**config.mk**
```make
export PLATFORM = sky130hd
export DESIGN_NAME = stq_top
export DESIGN_NICKNAME = d
export VERILOG_FILES = /design/src/source/stq_addr_pkg.sv /design/src/source/stq_ctrl_pkg.sv /design/src/source/stq_entry.sv /design/src/source/stq_alloc.sv /design/src/source/stq_check_merge.sv /design/src/source/stq_top.sv
export VERILOG_INCLUDE_DIRS = /design/src /design/src/source
export SDC_FILE = /design/constraint.sdc
export NUM_CORES = 1
export LEC_CHECK = 0
export ABC_AREA = 1
export BUFFER_PORTS_ARGS = -buffer_cell sky130_fd_sc_hd__buf_2
export CAP_MARGIN = 25
export CELL_PAD_IN_SITES_DETAIL_PLACEMENT = 0
export CELL_PAD_IN_SITES_GLOBAL_PLACEMENT = 1
export CORE_ASPECT_RATIO = 1.4
export CORE_MARGIN = 4
export CORE_UTILIZATION = 40
export DETAILED_ROUTE_END_ITERATION = 8
export PLACE_DENSITY = 0.75
export SETUP_SLACK_MARGIN = 0.15
export SLEW_MARGIN = 20
export SYNTH_ARGS = -nofsm -noshare
export SYNTH_HDL_FRONTEND = slang
export SYNTH_SLANG_ARGS = --single-unit
```
**constraint.sdc**
```tcl
create_clock -name clk -period 28.5 [get_ports clk]
set_input_delay 5.7 -clock clk [delete_from_list [all_inputs] [get_ports clk]]
set_output_delay 5.7 -clock clk [all_outputs]
set_load 0.02 [all_outputs]
```
**src/source/stq_settings.svh**
```systemverilog
`ifndef STQ_SETTINGS_SVH
`define STQ_SETTINGS_SVH

// number of store queue entries, a power of two so ring indices wrap on their own.
`define STQ_DEPTH 8
`define STQ_IDX_W 3

// load check ports compared in parallel against every entry.
`define STQ_CHK_PORTS 2

`define STQ_ADDR_W 36   // even/odd line address.
`define STQ_BYTES_W 4   // bytes within one bank word.
`define STQ_BANK_W 8    // sub-banks of a line.

`endif

```
**src/source/stq_addr_pkg.sv**
```systemverilog
`include "stq_settings.svh"

package stq_addr_pkg;

  typedef logic [`STQ_ADDR_W-1:0] addr_t;
  typedef logic [`STQ_BYTES_W-1:0] bytes_t;
  typedef logic [`STQ_BANK_W-1:0] bank_t;

  // everything needed to decide whether two accesses touch the same bytes.
  typedef struct packed {
    addr_t  addr;
    logic   odd;     // selects the odd half of the even/odd line pair.
    bytes_t bytes;
    bank_t  bank;
  } footprint_t;

endpackage

```
**src/source/stq_ctrl_pkg.sv**
```systemverilog
`include "stq_settings.svh"

package stq_ctrl_pkg;

  typedef logic [`STQ_IDX_W-1:0] idx_t;

  // one store write slot.
  typedef struct packed {
    logic                     en;
    stq_addr_pkg::footprint_t fp;
  } wrt_req_t;

  // one load looking for older stores to the same bytes.
  typedef struct packed {
    logic                     en;
    stq_addr_pkg::footprint_t fp;
  } chk_req_t;

  // match means the data can be forwarded from entry idx.
  // partial means the load overlaps a store it cannot use and has to wait.
  typedef struct packed {
    logic match;
    logic partial;
    idx_t idx;
  } chk_res_t;

  typedef struct packed {
    logic free;
    logic upd;    // store data has arrived.
    logic passe;  // store has been written to the cache.
  } entry_state_t;

endpackage

```
**src/source/stq_entry.sv**
```systemverilog
`timescale 1ns/1ps
`include "stq_settings.svh"

module stq_entry (
  input  logic                        clk,
  input  logic                        rst,
  input  stq_ctrl_pkg::wrt_req_t      wr0,
  input  stq_ctrl_pkg::wrt_req_t      wr1,
  input  logic                        wr0_sel,
  input  logic                        wr1_sel,
  input  logic                        upd_hit,
  input  logic                        drain_hit,
  input  logic                        free_en,
  input  stq_ctrl_pkg::chk_req_t      chk [`STQ_CHK_PORTS],
  output logic [`STQ_CHK_PORTS-1:0]   match,
  output logic [`STQ_CHK_PORTS-1:0]   partial,
  output stq_ctrl_pkg::entry_state_t  state
);

  stq_addr_pkg::footprint_t fp;
  logic take0;
  logic take1;
  logic [`STQ_CHK_PORTS-1:0] hit;
  logic [`STQ_CHK_PORTS-1:0] covered;

  assign take0 = wr0_sel && wr0.en;
  assign take1 = wr1_sel && wr1.en;

  always_ff @(posedge clk) begin
    if (take0) fp <= wr0.fp;
    if (take1) fp <= wr1.fp;  // slot 1 is the younger store.
  end

  // later statements win, so a free in the same cycle as a drain leaves passe clear.
  always_ff @(posedge clk) begin
    if (rst) begin
      state.free <= 1'b1;
      state.upd <= 1'b1;
      state.passe <= 1'b0;
    end else begin
      if (take0 || take1) begin
        state.free <= 1'b0;
        state.upd <= 1'b0;
        state.passe <= 1'b0;
      end
      if (upd_hit) state.upd <= 1'b1;
      if (drain_hit) state.passe <= 1'b1;
      if (free_en) begin
        state.free <= 1'b1;
        state.passe <= 1'b0;
      end
    end
  end

  for (genvar p = 0; p < `STQ_CHK_PORTS; p++) begin : g_port
    // same line, same half and at least one shared sub-bank.
    assign hit[p] = chk[p].en && !state.free && !state.passe
                    && chk[p].fp.addr == fp.addr
                    && chk[p].fp.odd == fp.odd
                    && (chk[p].fp.bank & fp.bank) != '0;

    assign covered[p] = (chk[p].fp.bytes & ~fp.bytes) == '0;  // load bytes inside the store.

    assign match[p] = hit[p] && covered[p] && state.upd;
    assign partial[p] = hit[p] && (!covered[p] || !state.upd);
  end

  a_wr_free: assert property (@(posedge clk) disable iff (rst)
    (take0 || take1) |-> state.free)
    else $error("store written into an entry that is still occupied.");

endmodule

```
**src/source/stq_alloc.sv**
```systemverilog
`timescale 1ns/1ps
`include "stq_settings.svh"

module stq_alloc (
  input  logic                        clk,
  input  logic                        rst,
  input  logic [1:0]                  wrt_en,
  input  stq_ctrl_pkg::entry_state_t  state [`STQ_DEPTH],
  output logic [`STQ_DEPTH-1:0]       wr0_sel,
  output logic [`STQ_DEPTH-1:0]       wr1_sel,
  output logic [`STQ_DEPTH-1:0]       free_sel,
  output stq_ctrl_pkg::idx_t          head,
  output logic [1:0]                  space,
  output logic [`STQ_IDX_W:0]         count
);

  typedef logic [`STQ_IDX_W:0] cnt_t;

  stq_ctrl_pkg::idx_t tail;
  stq_ctrl_pkg::idx_t tail_nxt;
  logic acc0;
  logic acc1;
  logic do_free;

  // space is the number of free entries, saturated at two.
  always_comb begin
    if (count <= cnt_t'(`STQ_DEPTH - 2)) space = 2'd2;
    else if (count == cnt_t'(`STQ_DEPTH - 1)) space = 2'd1;
    else space = 2'd0;
  end

  assign acc0 = wrt_en[0] && space != 2'd0;
  assign acc1 = wrt_en[1] && wrt_en[0] && space == 2'd2;

  // the head leaves once its store has reached the cache.
  assign do_free = count != '0 && !state[head].free && state[head].passe;

  assign tail_nxt = tail + 1'b1;

  always_comb begin
    wr0_sel = '0;
    wr1_sel = '0;
    free_sel = '0;
    wr0_sel[tail] = acc0;
    wr1_sel[tail_nxt] = acc1;
    free_sel[head] = do_free;
  end

  always_ff @(posedge clk) begin
    if (rst) begin
      head <= '0;
      tail <= '0;
      count <= '0;
    end else begin
      tail <= tail + stq_ctrl_pkg::idx_t'(acc0) + stq_ctrl_pkg::idx_t'(acc1);
      head <= head + stq_ctrl_pkg::idx_t'(do_free);
      count <= count + cnt_t'(acc0) + cnt_t'(acc1) - cnt_t'(do_free);
    end
  end

  // writes past space are dropped by design, the checks below only report them.
  a_room0: assert property (@(posedge clk) disable iff (rst)
    wrt_en[0] |-> space != 2'd0)
    else $warning("store write on slot 0 with a full queue is dropped.");

  a_room1: assert property (@(posedge clk) disable iff (rst)
    wrt_en[1] |-> space == 2'd2)
    else $warning("store write on slot 1 without room for two is dropped.");

  a_pair: assert property (@(posedge clk) disable iff (rst)
    wrt_en[1] |-> wrt_en[0])
    else $error("slot 1 written without slot 0.");

  a_count: assert property (@(posedge clk) disable iff (rst)
    count <= cnt_t'(`STQ_DEPTH))
    else $error("occupancy %0d is above the queue depth.", count);

endmodule

```
**src/source/stq_check_merge.sv**
```systemverilog
`timescale 1ns/1ps
`include "stq_settings.svh"

module stq_check_merge (
  input  logic                    chk_en,
  input  stq_ctrl_pkg::idx_t      head,
  input  logic [`STQ_DEPTH-1:0]   match_vec,
  input  logic [`STQ_DEPTH-1:0]   partial_vec,
  output stq_ctrl_pkg::chk_res_t  res
);

  stq_ctrl_pkg::idx_t age;
  stq_ctrl_pkg::idx_t best_age;
  stq_ctrl_pkg::idx_t best_idx;
  logic found;

  // age is the ring distance from the head, the largest one is the youngest store.
  always_comb begin
    found = 1'b0;
    best_age = '0;
    best_idx = '0;
    for (int i = 0; i < `STQ_DEPTH; i++) begin
      age = stq_ctrl_pkg::idx_t'(i) - head;
      if (match_vec[i] && (!found || age > best_age)) begin
        found = 1'b1;
        best_age = age;
        best_idx = stq_ctrl_pkg::idx_t'(i);
      end
    end
  end

  assign res.partial = |partial_vec;  // any blocking overlap stalls the load.
  assign res.match = found && !res.partial;
  assign res.idx = res.match ? best_idx : '0;

  // the entries gate their vectors with the port enable, so an idle port stays quiet.
  a_idle: assert final (chk_en || res == '0)
    else $error("check result active on a disabled port.");

endmodule

```
**src/source/stq_top.sv**
```systemverilog
`timescale 1ns/1ps
`include "stq_settings.svh"

module stq_top (
  input  logic                    clk,
  input  logic                    rst,
  input  stq_ctrl_pkg::wrt_req_t  wrt [2],
  input  logic [1:0]              upd_en,
  input  stq_ctrl_pkg::idx_t      upd_idx [2],
  input  logic                    drain_en,
  input  stq_ctrl_pkg::idx_t      drain_idx,
  input  stq_ctrl_pkg::chk_req_t  chk [`STQ_CHK_PORTS],
  output stq_ctrl_pkg::chk_res_t  res [`STQ_CHK_PORTS],
  output logic [1:0]              space,
  output logic [`STQ_IDX_W:0]     count
);

  logic [`STQ_DEPTH-1:0] wr0_sel;
  logic [`STQ_DEPTH-1:0] wr1_sel;
  logic [`STQ_DEPTH-1:0] free_sel;
  logic [`STQ_DEPTH-1:0] upd_hit;
  logic [`STQ_DEPTH-1:0] drain_hit;
  stq_ctrl_pkg::idx_t head;
  stq_ctrl_pkg::entry_state_t ent_state [`STQ_DEPTH];
  logic [`STQ_CHK_PORTS-1:0] ent_match [`STQ_DEPTH];
  logic [`STQ_CHK_PORTS-1:0] ent_partial [`STQ_DEPTH];
  logic [`STQ_DEPTH-1:0] port_match [`STQ_CHK_PORTS];
  logic [`STQ_DEPTH-1:0] port_partial [`STQ_CHK_PORTS];

  stq_alloc u_alloc (
    .clk      (clk),
    .rst      (rst),
    .wrt_en   ({wrt[1].en, wrt[0].en}),
    .state    (ent_state),
    .wr0_sel  (wr0_sel),
    .wr1_sel  (wr1_sel),
    .free_sel (free_sel),
    .head     (head),
    .space    (space),
    .count    (count)
  );

  // both update strobes may name the same entry.
  always_comb begin
    for (int i = 0; i < `STQ_DEPTH; i++) begin
      upd_hit[i] = (upd_en[0] && upd_idx[0] == stq_ctrl_pkg::idx_t'(i))
                   || (upd_en[1] && upd_idx[1] == stq_ctrl_pkg::idx_t'(i));
      drain_hit[i] = drain_en && drain_idx == stq_ctrl_pkg::idx_t'(i);
    end
  end

  for (genvar i = 0; i < `STQ_DEPTH; i++) begin : g_entry
    stq_entry u_entry (
      .clk       (clk),
      .rst       (rst),
      .wr0       (wrt[0]),
      .wr1       (wrt[1]),
      .wr0_sel   (wr0_sel[i]),
      .wr1_sel   (wr1_sel[i]),
      .upd_hit   (upd_hit[i]),
      .drain_hit (drain_hit[i]),
      .free_en   (free_sel[i]),
      .chk       (chk),
      .match     (ent_match[i]),
      .partial   (ent_partial[i]),
      .state     (ent_state[i])
    );
  end

  // turn per-entry port bits into per-port entry vectors.
  always_comb begin
    for (int p = 0; p < `STQ_CHK_PORTS; p++) begin
      for (int i = 0; i < `STQ_DEPTH; i++) begin
        port_match[p][i] = ent_match[i][p];
        port_partial[p][i] = ent_partial[i][p];
      end
    end
  end

  for (genvar p = 0; p < `STQ_CHK_PORTS; p++) begin : g_merge
    stq_check_merge u_merge (
      .chk_en      (chk[p].en),
      .head        (head),
      .match_vec   (port_match[p]),
      .partial_vec (port_partial[p]),
      .res         (res[p])
    );
  end

endmodule

```
* After elaboration in Yosys (flattened, before gate mapping) *
Index checks and enable logic that the tools add are counted.

word-level totals
  register bits after elaboration = 426
  logic and storage cells = 650

cells by class
  add/subtract/negate cells = 15
  $lt $le $gt $ge = 22
  equal/unequal tests = 55
  mux-type cells = 89
  bitwise logic cells = 44
  reductions and logical operators = 366

operators with widths
  operator               count
  $mux W49               16
  $eq A36 B36 Y1         16
  $logic_and A1 B1 Y1    192
  $and A8 B8 Y8          19
  $reduce_bool A8 Y1     16
  $mux W3                26
  $and A4 B4 Y4          16
  $logic_not A4 Y1       16
  $logic_not A1 Y1       57
  $logic_or A1 B1 Y1     46
  $gt A3 B3 Y1           14
  $mux W1                38
  $eq A3 B3 Y1 const B   12
  $reduce_bool A2 Y1     17
  $not A4 Y4             8
  $reduce_or A2 Y1       16
  $eq A3 B2 Y1 const B   6
  $eq A1 B1 Y1           16
  $reduce_or A8 Y1       2
  $lt A3 B4 Y1 const B   3
  $sub A3 B3 Y3 const A  4
  $mux W2                5
  $add A3 B1 Y3          3
  $bmux W3 S3            1
  15 further kinds       26

* Longest topological paths before layout *
Gate-level depths: netlist (run 1).

  depth in word-level cells = 39
  gate-level depth with buffers = 74

* Cells and area by module *
Synthesis (run 1) repeated with hierarchy kept, for this count alone.

second synthesis, totals
  cell total of the unflattened synthesis = 3,861
  area, all modules = 31,463.9 um2

modules (own cells, without submodules)
  module           times used  cells an instance  area each (um2)  sequential area each (um2)
  stq_entry        8           411                3,537.1          1,531.5
  stq_check_merge  2           177                975.9            0.0
  stq_alloc        1           156                968.4            200.2
  stq_top          1           63                 246.5            0.0

* Worst setup path before layout (run 1) *
OpenSTA, ideal clock, no wires.

  path kind = input-to-output
  start point = input chk[86] (netlist name)
  end point = output res[5] (netlist name)
  arrival time = 13.112 ns
  required time = 22.800 ns
  path slack = 9.688 ns
  stages on the path = 69
  cells stage by stage = buf_2 xnor2_1 nand2_1 nor3_1 nand3_1 nor2_1 nand3_2 nor2_1 inv_1 ha_1 nand2_1 nand2_2 nand2_4 nand2_1 nand2_1 inv_1 ha_1 nand2_1 [... 33 more ...] nand2_1 nand2_1 inv_1 ha_1 nand2_1 o21ai_0 nand2_1 a21o_1 buf_4 or2_2 nand2_1 ha_1 nand2_1 o21ai_0 nand2_1 nand2_1 nand2_1 a21boi_1

RTL lines
  what         RTL line       RTL
  from (decl)  stq_top.sv:12  input stq_ctrl_pkg::chk_req_t chk [`STQ_CHK_PORTS],
  to (decl)    stq_top.sv:13  output stq_ctrl_pkg::chk_res_t res [`STQ_CHK_PORTS],

==> reports/results.ini, run 1 <==
[critical_path]
slowest_stage = o21ai_1
path_common_cell = nand2_1
worstSetupPathType = input pin to output port
critPathMaxStageDelay_ns = 0.49
endpoint_kind = output port
startpoint_type = input pin
rrSetupSlack_ns = 24.86
required_ns = 22.80
cp_data_arrival_time_ns = 14.92
crit_fanout = 9

[detailed_routing]
ant_nets = 0
drtIter0Drc = 4149
drc = 0
vias = 29924
drt-pass1-iter-count = 7
wl_per_cell_um = 37.46
drt_wl_total_um = 177700
vias_per_cell = 6.308

[logic_synthesis]
seq_area_frac_synth = 0.4261
ys_ff_latch = 426
synth_ff_type = edfxtp_1
synthMuxAreaShare = 0
syn_avg_cell_area_um2 = 7.991
synth_xor_area_frac = 0.07463
synth_edf_count = 392
syn-cell-area_um2 = 29220
synth_top_family_by_area = simple AND/OR/NAND/NOR gates
yosys.area_share.simple = 0.2152
ys_async_sr_fraction = 0
syn_inst = 3657
yosys.area_share.adder = 0.02518
synth-compound-area-share = 0.1719
yosysWarnings = 0
ys_types = 69
synth_fp_nets = 3928

[grt]
grt_max_degree = 82
grt.met2_usage = 0.6757
grt_busiest_layer = met2
grt_pass1_vias = 27360
grt_pass1_wl_um = 235900
grt_use_met1 = 0.5474
grt_overflow_total = 0
grt_use_met3 = 0.09783
antenna_found_initial = 14
grt_use_total = 0.4424

[placement]
place_congestion = 1.167
post-place-cells = 4653
place_area_um2 = 30830
place_ws_ns = 8.275
hpwl_um = 138500
io_buffers = 229

[sta]
setup_viol = 0
fmax_ghz = 0.04850
skew_ns = 0.02056
rsz0062_at_grt = false
timing.final.ws_setup_ns = 7.880
hold_violations = 0
slew_viol_final = 0
fin_crit_sh = 0.7235
fin_setup_tns_ns = 0
max-slew-margin-rel = 0.2080
fin_crit_ns = 20.62
tightest_slew_ns = 1.177

[clocking]
cts_setup_buffers = 0
clkSinkCount = 426
hold_buffers = 0
clk_latency_ns = 0.62
root_buffer = clkbuf_16
cts_tree = built
cts_resized = 0
cts_buffers = 45
h-tree-depth = 2
clock_path_buffers = 3
clk_pin_slew_worst_paths_ns = 0.06

[layout]
fin_cells = 4744
multi_input_area_um2 = 14380
areaGrowthSynthToFinish_pct = 10.75
layout.cells.most_common = nand2_1
fin_area_um2 = 32360
seq_area_um2 = 12450
drive_gt1_frac = 0.1305
n_fill_cell = 7490
layout_common_cells = nand2_1, o21ai_0, edfxtp_1
nets = 4021

[min_path]
hold_class = register to register

[job]
cap_violations = 0

[pwr]
leakage_nw = 13.76
power-per-cell-area_nw_per_um2 = 64.38
peakVddDrop_v = 0.00005144

[floorplan]
die_w_um = 236.4
die_h_um = 327.8
die-area_um2 = 77510
start_util = 0.4025
fp.coreArea_um2 = 72610
ios = 230
fp-row-count = 117

[run_status]
outcome = finished, final reports clean

[path summary, 6_finish.rpt]
check / startpoint / end / cells past startpoint
max: chk[77] / res[7] / 67
min: g_entry[1].u_entry.state[1] / g_entry[1].u_entry.state[1] / 2
max reg2reg: u_alloc.tail[0] / g_entry[6].u_entry.fp[41] / 7
min reg2reg: g_entry[1].u_entry.state[1] / g_entry[1].u_entry.state[1] / 2
[flip-flops by register name, indices dropped and copies added, names as in the netlist]
| name | count |
|---|---|
| g_entry.u_entry.state | 24 |
| u_alloc.count | 4 |
| g_entry.u_entry.fp | 392 |
| u_alloc.tail | 3 |
| u_alloc.head | 3 |
[synth_stat cells, drive strengths merged, types with 2 or more instances]
| master | number | area share |
|---|---|---|
| o2111ai | 4 | 0.0012 |
| buf | 89 | 0.019 |
| edfxtp | 392 | 0.40 |
| o21ai | 511 | 0.088 |
| a41oi | 4 | 0.0012 |
| a2111oi | 2 | 0.00081 |
| a22o | 17 | 0.0051 |
| a22oi | 5 | 0.0013 |
| o41ai | 8 | 0.0024 |
| nand4 | 69 | 0.015 |
| or4 | 3 | 0.00090 |
| nor4 | 83 | 0.018 |
| a221oi | 51 | 0.015 |
| xor2 | 135 | 0.040 |
| nor3b | 2 | 0.00069 |
| o311ai | 2 | 0.00060 |
| a21oi | 41 | 0.0070 |
| o22ai | 183 | 0.039 |
| a21boi | 3 | 0.00090 |
| a31oi | 4 | 0.00086 |
| o21bai | 5 | 0.0018 |
| clkinv | 4 | 0.00056 |
| nor3 | 24 | 0.0045 |
| inv | 385 | 0.049 |
| xnor2 | 114 | 0.034 |
| fa | 3 | 0.0021 |
| a211oi | 10 | 0.0026 |
| clkbuf | 128 | 0.018 |
| dfxtp | 34 | 0.023 |
| o211ai | 8 | 0.0021 |
| nand3 | 83 | 0.015 |
| nand2 | 949 | 0.13 |
| nor2 | 211 | 0.029 |
| or2 | 28 | 0.0060 |
| ha | 54 | 0.023 |
[routing by layer]
metal / vias to the layer above / routed length, um
li1: 12764 / -
met1: 14301 / 64210
met2: 2264 / 76990
met3: 585 / 18730
met4: 10 / 17730
met5: - / 61
[stage by stage]
stage	hold slack, ns	total power (W)	utilization
2_1_floorplan	0.4659	0.001167	-
3_3_place_gp	0.4923	0.001452	0.4247
3_5_place_dp	0.5173	0.001450	0.4247
4_1_cts	0.5208	0.002052	0.4449
5_1_grt	0.5438	0.002132	0.4456
6_report	0.5246	0.002084	0.4457
[critical path, delay by kind of cell]
| kind | cells | cell delay, ns |
|---|---|---|
| compound gates | 11 | 1.99 |
| fa+ha+maj | 6 | 1.70 |
| buf+inv | 12 | 1.17 |
| simple gates | 38 | 4.35 |
[logic make-up (layout without fill, tap and decap cells)]
group / Yosys count / count (layout)
AOI/OAI and AO/OA: 863 / 863
xor gates and xnor gates: 249 / 249
adders and majority gates: 57 / 57
buffers and inverters: 606 / 735
DFF: 426 / 426
other: 0 / 6
and+or+nand+nor: 1456 / 1456
[layout make-up]
cell class | instances | share of cell area
Inverter | 389 | 0.04515
Clock buffer | 52 | 0.03561
Sequential cell | 426 | 0.3847
Timing Repair Buffer | 263 | 0.04322
Tap cell | 952 | 0.03680
Clock inverter | 31 | 0.009819
Multi-Input combinational cell | 2625 | 0.4442
Antenna cell | 6 | 0.0004639
[power by group]
part / internal, W / total [W] / leakage [nW] / switching, W
registers: 0.000793 / 0.000910 / 3.84 / 0.000116
clock network: 0.000339 / 0.000607 / 0.722 / 0.000268
logic: 0.000142 / 0.000567 / 9.19 / 0.000424
total: 0.00127 / 0.00208 / 13.8 / 0.000809
No activity file was read; power rests on OpenSTA's default activity.
==> run 2, diff against run 1 <==
--- a/config.mk
+++ b/config.mk
@@ -6,7 +6,7 @@
 export SDC_FILE = /design/constraint.sdc
 export NUM_CORES = 1
 export LEC_CHECK = 0
-export ABC_AREA = 1
+export ABC_AREA = 0
 export BUFFER_PORTS_ARGS = -buffer_cell sky130_fd_sc_hd__buf_2
 export CAP_MARGIN = 25
 export CELL_PAD_IN_SITES_DETAIL_PLACEMENT = 0
@@ -15,7 +15,7 @@
 export CORE_MARGIN = 4
 export CORE_UTILIZATION = 40
 export DETAILED_ROUTE_END_ITERATION = 8
-export PLACE_DENSITY = 0.75
+export PLACE_DENSITY = 0.71
 export SETUP_SLACK_MARGIN = 0.15
 export SLEW_MARGIN = 20
 export SYNTH_ARGS = -nofsm -noshare
==> constraint.sdc (replaced) <==
create_clock -name clk -period 21.4 [get_ports clk]
set_input_delay 4.28 -clock clk [delete_from_list [all_inputs] [get_ports clk]]
set_output_delay 4.28 -clock clk [all_outputs]
set_load 0.02 [all_outputs]
==> run 2 against run 1 <==
Net effect:
- global-route usage is 4.1 points lower
- via count is 21% lower
- register-to-register slack worse by 7.8 ns
- combinational power is 36% higher
- largest cell class unchanged
- cell count is 23% lower
==> reports/results.ini, run 2 <==
[layout]
reg_top3 = g_entry.u_entry.fp (392), g_entry.u_entry.state (24), u_alloc.count (4)
regMostFlops = g_entry.u_entry.fp
areaGrowthSynthToFinish_pct = 12.92
fin_area_um2 = 32630  ; +0.83%
nets = 2939  ; -27%
layout.cells.most_common = mux2_2
layout_common_cells = mux2_2, edfxtp_1, xnor2_1
fin_cells = 3662  ; -23%
largest_reg_flops = 392  ; unchanged
drive_gt1_frac = 0.2871  ; +0.1567

[pwr]
power_frac_comb = 0.280  ; +0.008
sw_frac_of_total = 0.3686  ; -0.01963
peakVddDrop_v = 0.00008407  ; +63%
power-per-cell-area_nw_per_um2 = 84.68  ; +32%
leakage_nw = 11.08  ; -19%
switchingPower_w = 0.001019  ; +26%
pwr-share-seq = 0.420  ; -0.017
pwr-share-clk = 0.301  ; +0.010
p_total_w = 0.002764  ; +33%
cellInternalPower_w = 0.001745  ; +37%

[critical_path]
rrSetupSlack_ns = 17.04  ; -7.82 ns
endpoint_kind = output port
worstSetupPathType = input pin to output port
startpoint_type = input pin
rr_endpoint = g_entry[2].u_entry.fp[33]
critPathMaxStageDelay_ns = 0.53  ; +0.04 ns
cp_data_arrival_time_ns = 16.18  ; +1.26 ns
slowest_stage = nand4_1
required_ns = 17.12  ; -5.68 ns
reg2reg_depth = 9  ; +2
crit_fanout = 8  ; -1
r2r_start = u_alloc.count[2]

[placement]
io_buffers = 229  ; unchanged
place_area_um2 = 30980  ; +0.48%
hpwl_um = 125500  ; -9.4%
place_ws_ns = 0.5456  ; -7.729 ns
place_congestion = 1.193  ; +2.2%
post-place-cells = 3562  ; -23%

[job]
cap_violations = 0  ; unchanged

[floorplan]
die_w_um = 235.2  ; -0.54%
ios = 230  ; unchanged
fp.coreArea_um2 = 71550  ; -1.5%
start_util = 0.4039  ; +0.001411
fp-row-count = 116  ; -0.85%
die-area_um2 = 76670  ; -1.1%
die_h_um = 326.0  ; -0.54%

[logic_synthesis]
synth_xor_area_frac = 0.1791  ; +0.1045
synth_ff_type = edfxtp_1
yosys.area_share.simple = 0.1080  ; -0.1072
syn_avg_cell_area_um2 = 11.55  ; +45%
netlist_top_cells_area = edfxtp_1, mux2_2, xnor2_1
synth_top_family_by_area = XOR/XNOR gates
synthMuxAreaShare = 0.1555  ; +0.1555
syn_inst = 2501  ; -32%
yosysWarnings = 0  ; unchanged
ys_ff_latch = 426  ; unchanged
yosysTopAreaCell = edfxtp_1
syn-cell-area_um2 = 28900  ; -1.1%
synth_edf_count = 392  ; unchanged
yosysMostFrequentCell = mux2_2
yosys.area_share.adder = 0.02546  ; +0.0002823
synth_top_area_frac = 0.4073  ; +0.004517
synth_fp_nets = 2772  ; -29%
ys_async_sr_fraction = 0  ; unchanged
ys_top_cells_by_count = mux2_2, edfxtp_1, xnor2_1
seq_area_frac_synth = 0.4309  ; +0.004778
ys_types = 78  ; +13%
synth-compound-area-share = 0.06880  ; -0.1031

[sta]
slew_viol_final = 0  ; unchanged
hold_violations = 0  ; unchanged
rsz0062_at_grt = false
tightest_slew_ns = 1.203  ; +0.02582 ns
timing.final.ws_setup_ns = 0.9379  ; -6.942 ns
fin_crit_ns = 20.46
skew_ns = 0.03774  ; +0.01718 ns
fmax_ghz = 0.04887
fin_setup_tns_ns = 0  ; unchanged
setup_viol = 0  ; unchanged
max-slew-margin-rel = 0.1981  ; -0.009974
fin_crit_sh = 0.9562

[clocking]
root_buffer = clkbuf_16
clock_path_buffers = 3  ; unchanged
clk_pin_slew_worst_paths_ns = 0.06  ; about the same
cts_buffers = 46  ; +2.2%
cts_tree = built
clkSinkCount = 426  ; unchanged
hold_buffers = 0  ; unchanged
clk_latency_ns = 0.62  ; about the same
h-tree-depth = 2  ; unchanged
cts_setup_buffers = 0  ; unchanged

[detailed_routing]
drt-pass1-iter-count = 9  ; +2
vias_per_cell = 6.426  ; +1.9%
drtIter0Drc = 2641  ; -36%
drt_wl_total_um = 159300  ; -10%
drc = 0  ; unchanged
ant_nets = 0  ; unchanged
wl_per_cell_um = 43.50  ; +16%
vias = 23533  ; -21%

[grt]
grt_overflow_total = 0  ; unchanged
grt_pass1_vias = 23551  ; -14%
grt_pass1_wl_um = 209900  ; -11%
antenna_found_initial = 17  ; +3
grt_max_degree = 51  ; -38%
grt_use_total = 0.4013  ; -0.04109

[run_status]
outcome = finished, final reports clean

[min_path]
holdPathEnd = g_entry[6].u_entry.state[2]
hold_path_depth = 2  ; unchanged
hp-start = g_entry[6].u_entry.state[2]
hold_class = register to register

## run 2: worst max path at each step
stage	slack [ns]	cells past startpoint	to	startpoint
floorplan	2.52	57	res[1]	chk[43]
global placement	0.84	56	res[1]	chk[21]
detailed placement	0.55	57	res[2]	chk[21]
CTS	0.53	57	res[2]	chk[21]
global route	0.21	57	res[2]	chk[43]
finish	0.94	56	res[7]	chk[90]
## run 2: what timing repair did
item / 4_1_cts / 5_1_grt
resized for setup: 0 / 9
endpoints found under the setup margin: 0 / 5
hold endpoints to repair: 0 / 0
## run 2: area by class of cell
type	count	area (um^2)
Fill cell	6678	38920
Antenna cell	12	30.03
Clock inverter	31	330.3
Timing Repair Buffer	267	1476
Tap cell	944	1181
Sequential cell	426	12450
Clock buffer	55	1195
Inverter	85	324.1
Multi-Input combinational cell	1842	15650
## run 2: cell families (layout without fill, tap and decap cells)
kind of cell | count (synthesis) | after routing
buffers and inverters | 233 | 438
flip-flops | 426 | 426
other | 0 | 12
adder cells (fa/ha/maj) | 57 | 57
AND/OR/NAND/NOR | 524 | 524
XOR/XNOR | 591 | 591
multiplexers | 399 | 399
AO/OA/AOI/OAI | 271 | 271
## run 2: layer usage
layer / global-route usage / wire (um)
met4: 0.3616 / 19110
met5: 0 / 92
met2: 0.6859 / 76900
met1: 0.4154 / 52140
met3: 0.07808 / 11050
## run 2: power by group through the flow
stage / sequential (W) / clock (W) / combinational [W]
after floorplan: 0.00112 / 0 / 0.000382
after global placement: 0.00117 / 0 / 0.000738
after detailed placement: 0.00117 / 0 / 0.000743
after CTS: 0.00116 / 0.000836 / 0.000747
after global routing: 0.00116 / 0.000866 / 0.000775
final: 0.00116 / 0.000831 / 0.000773
## run 2: through the flow
step,utilization,hold WS [ns]
floorplan,-,0.4329
global placement,0.4321,0.4427
detailed placement,0.4330,0.4517
CTS,0.4543,0.4631
global route,0.4557,0.4714
finish,0.4561,0.4593
## run 2: worst max-delay path: cells and delay by family
family / cells / cell delay [ns]
fa+ha+maj: 7 / 2.16
buf+inv: 5 / 0.83
simple gates: 12 / 2.57
compound gates: 30 / 5.65
xor+xnor: 1 / 0.51
mux: 1 / 0.17
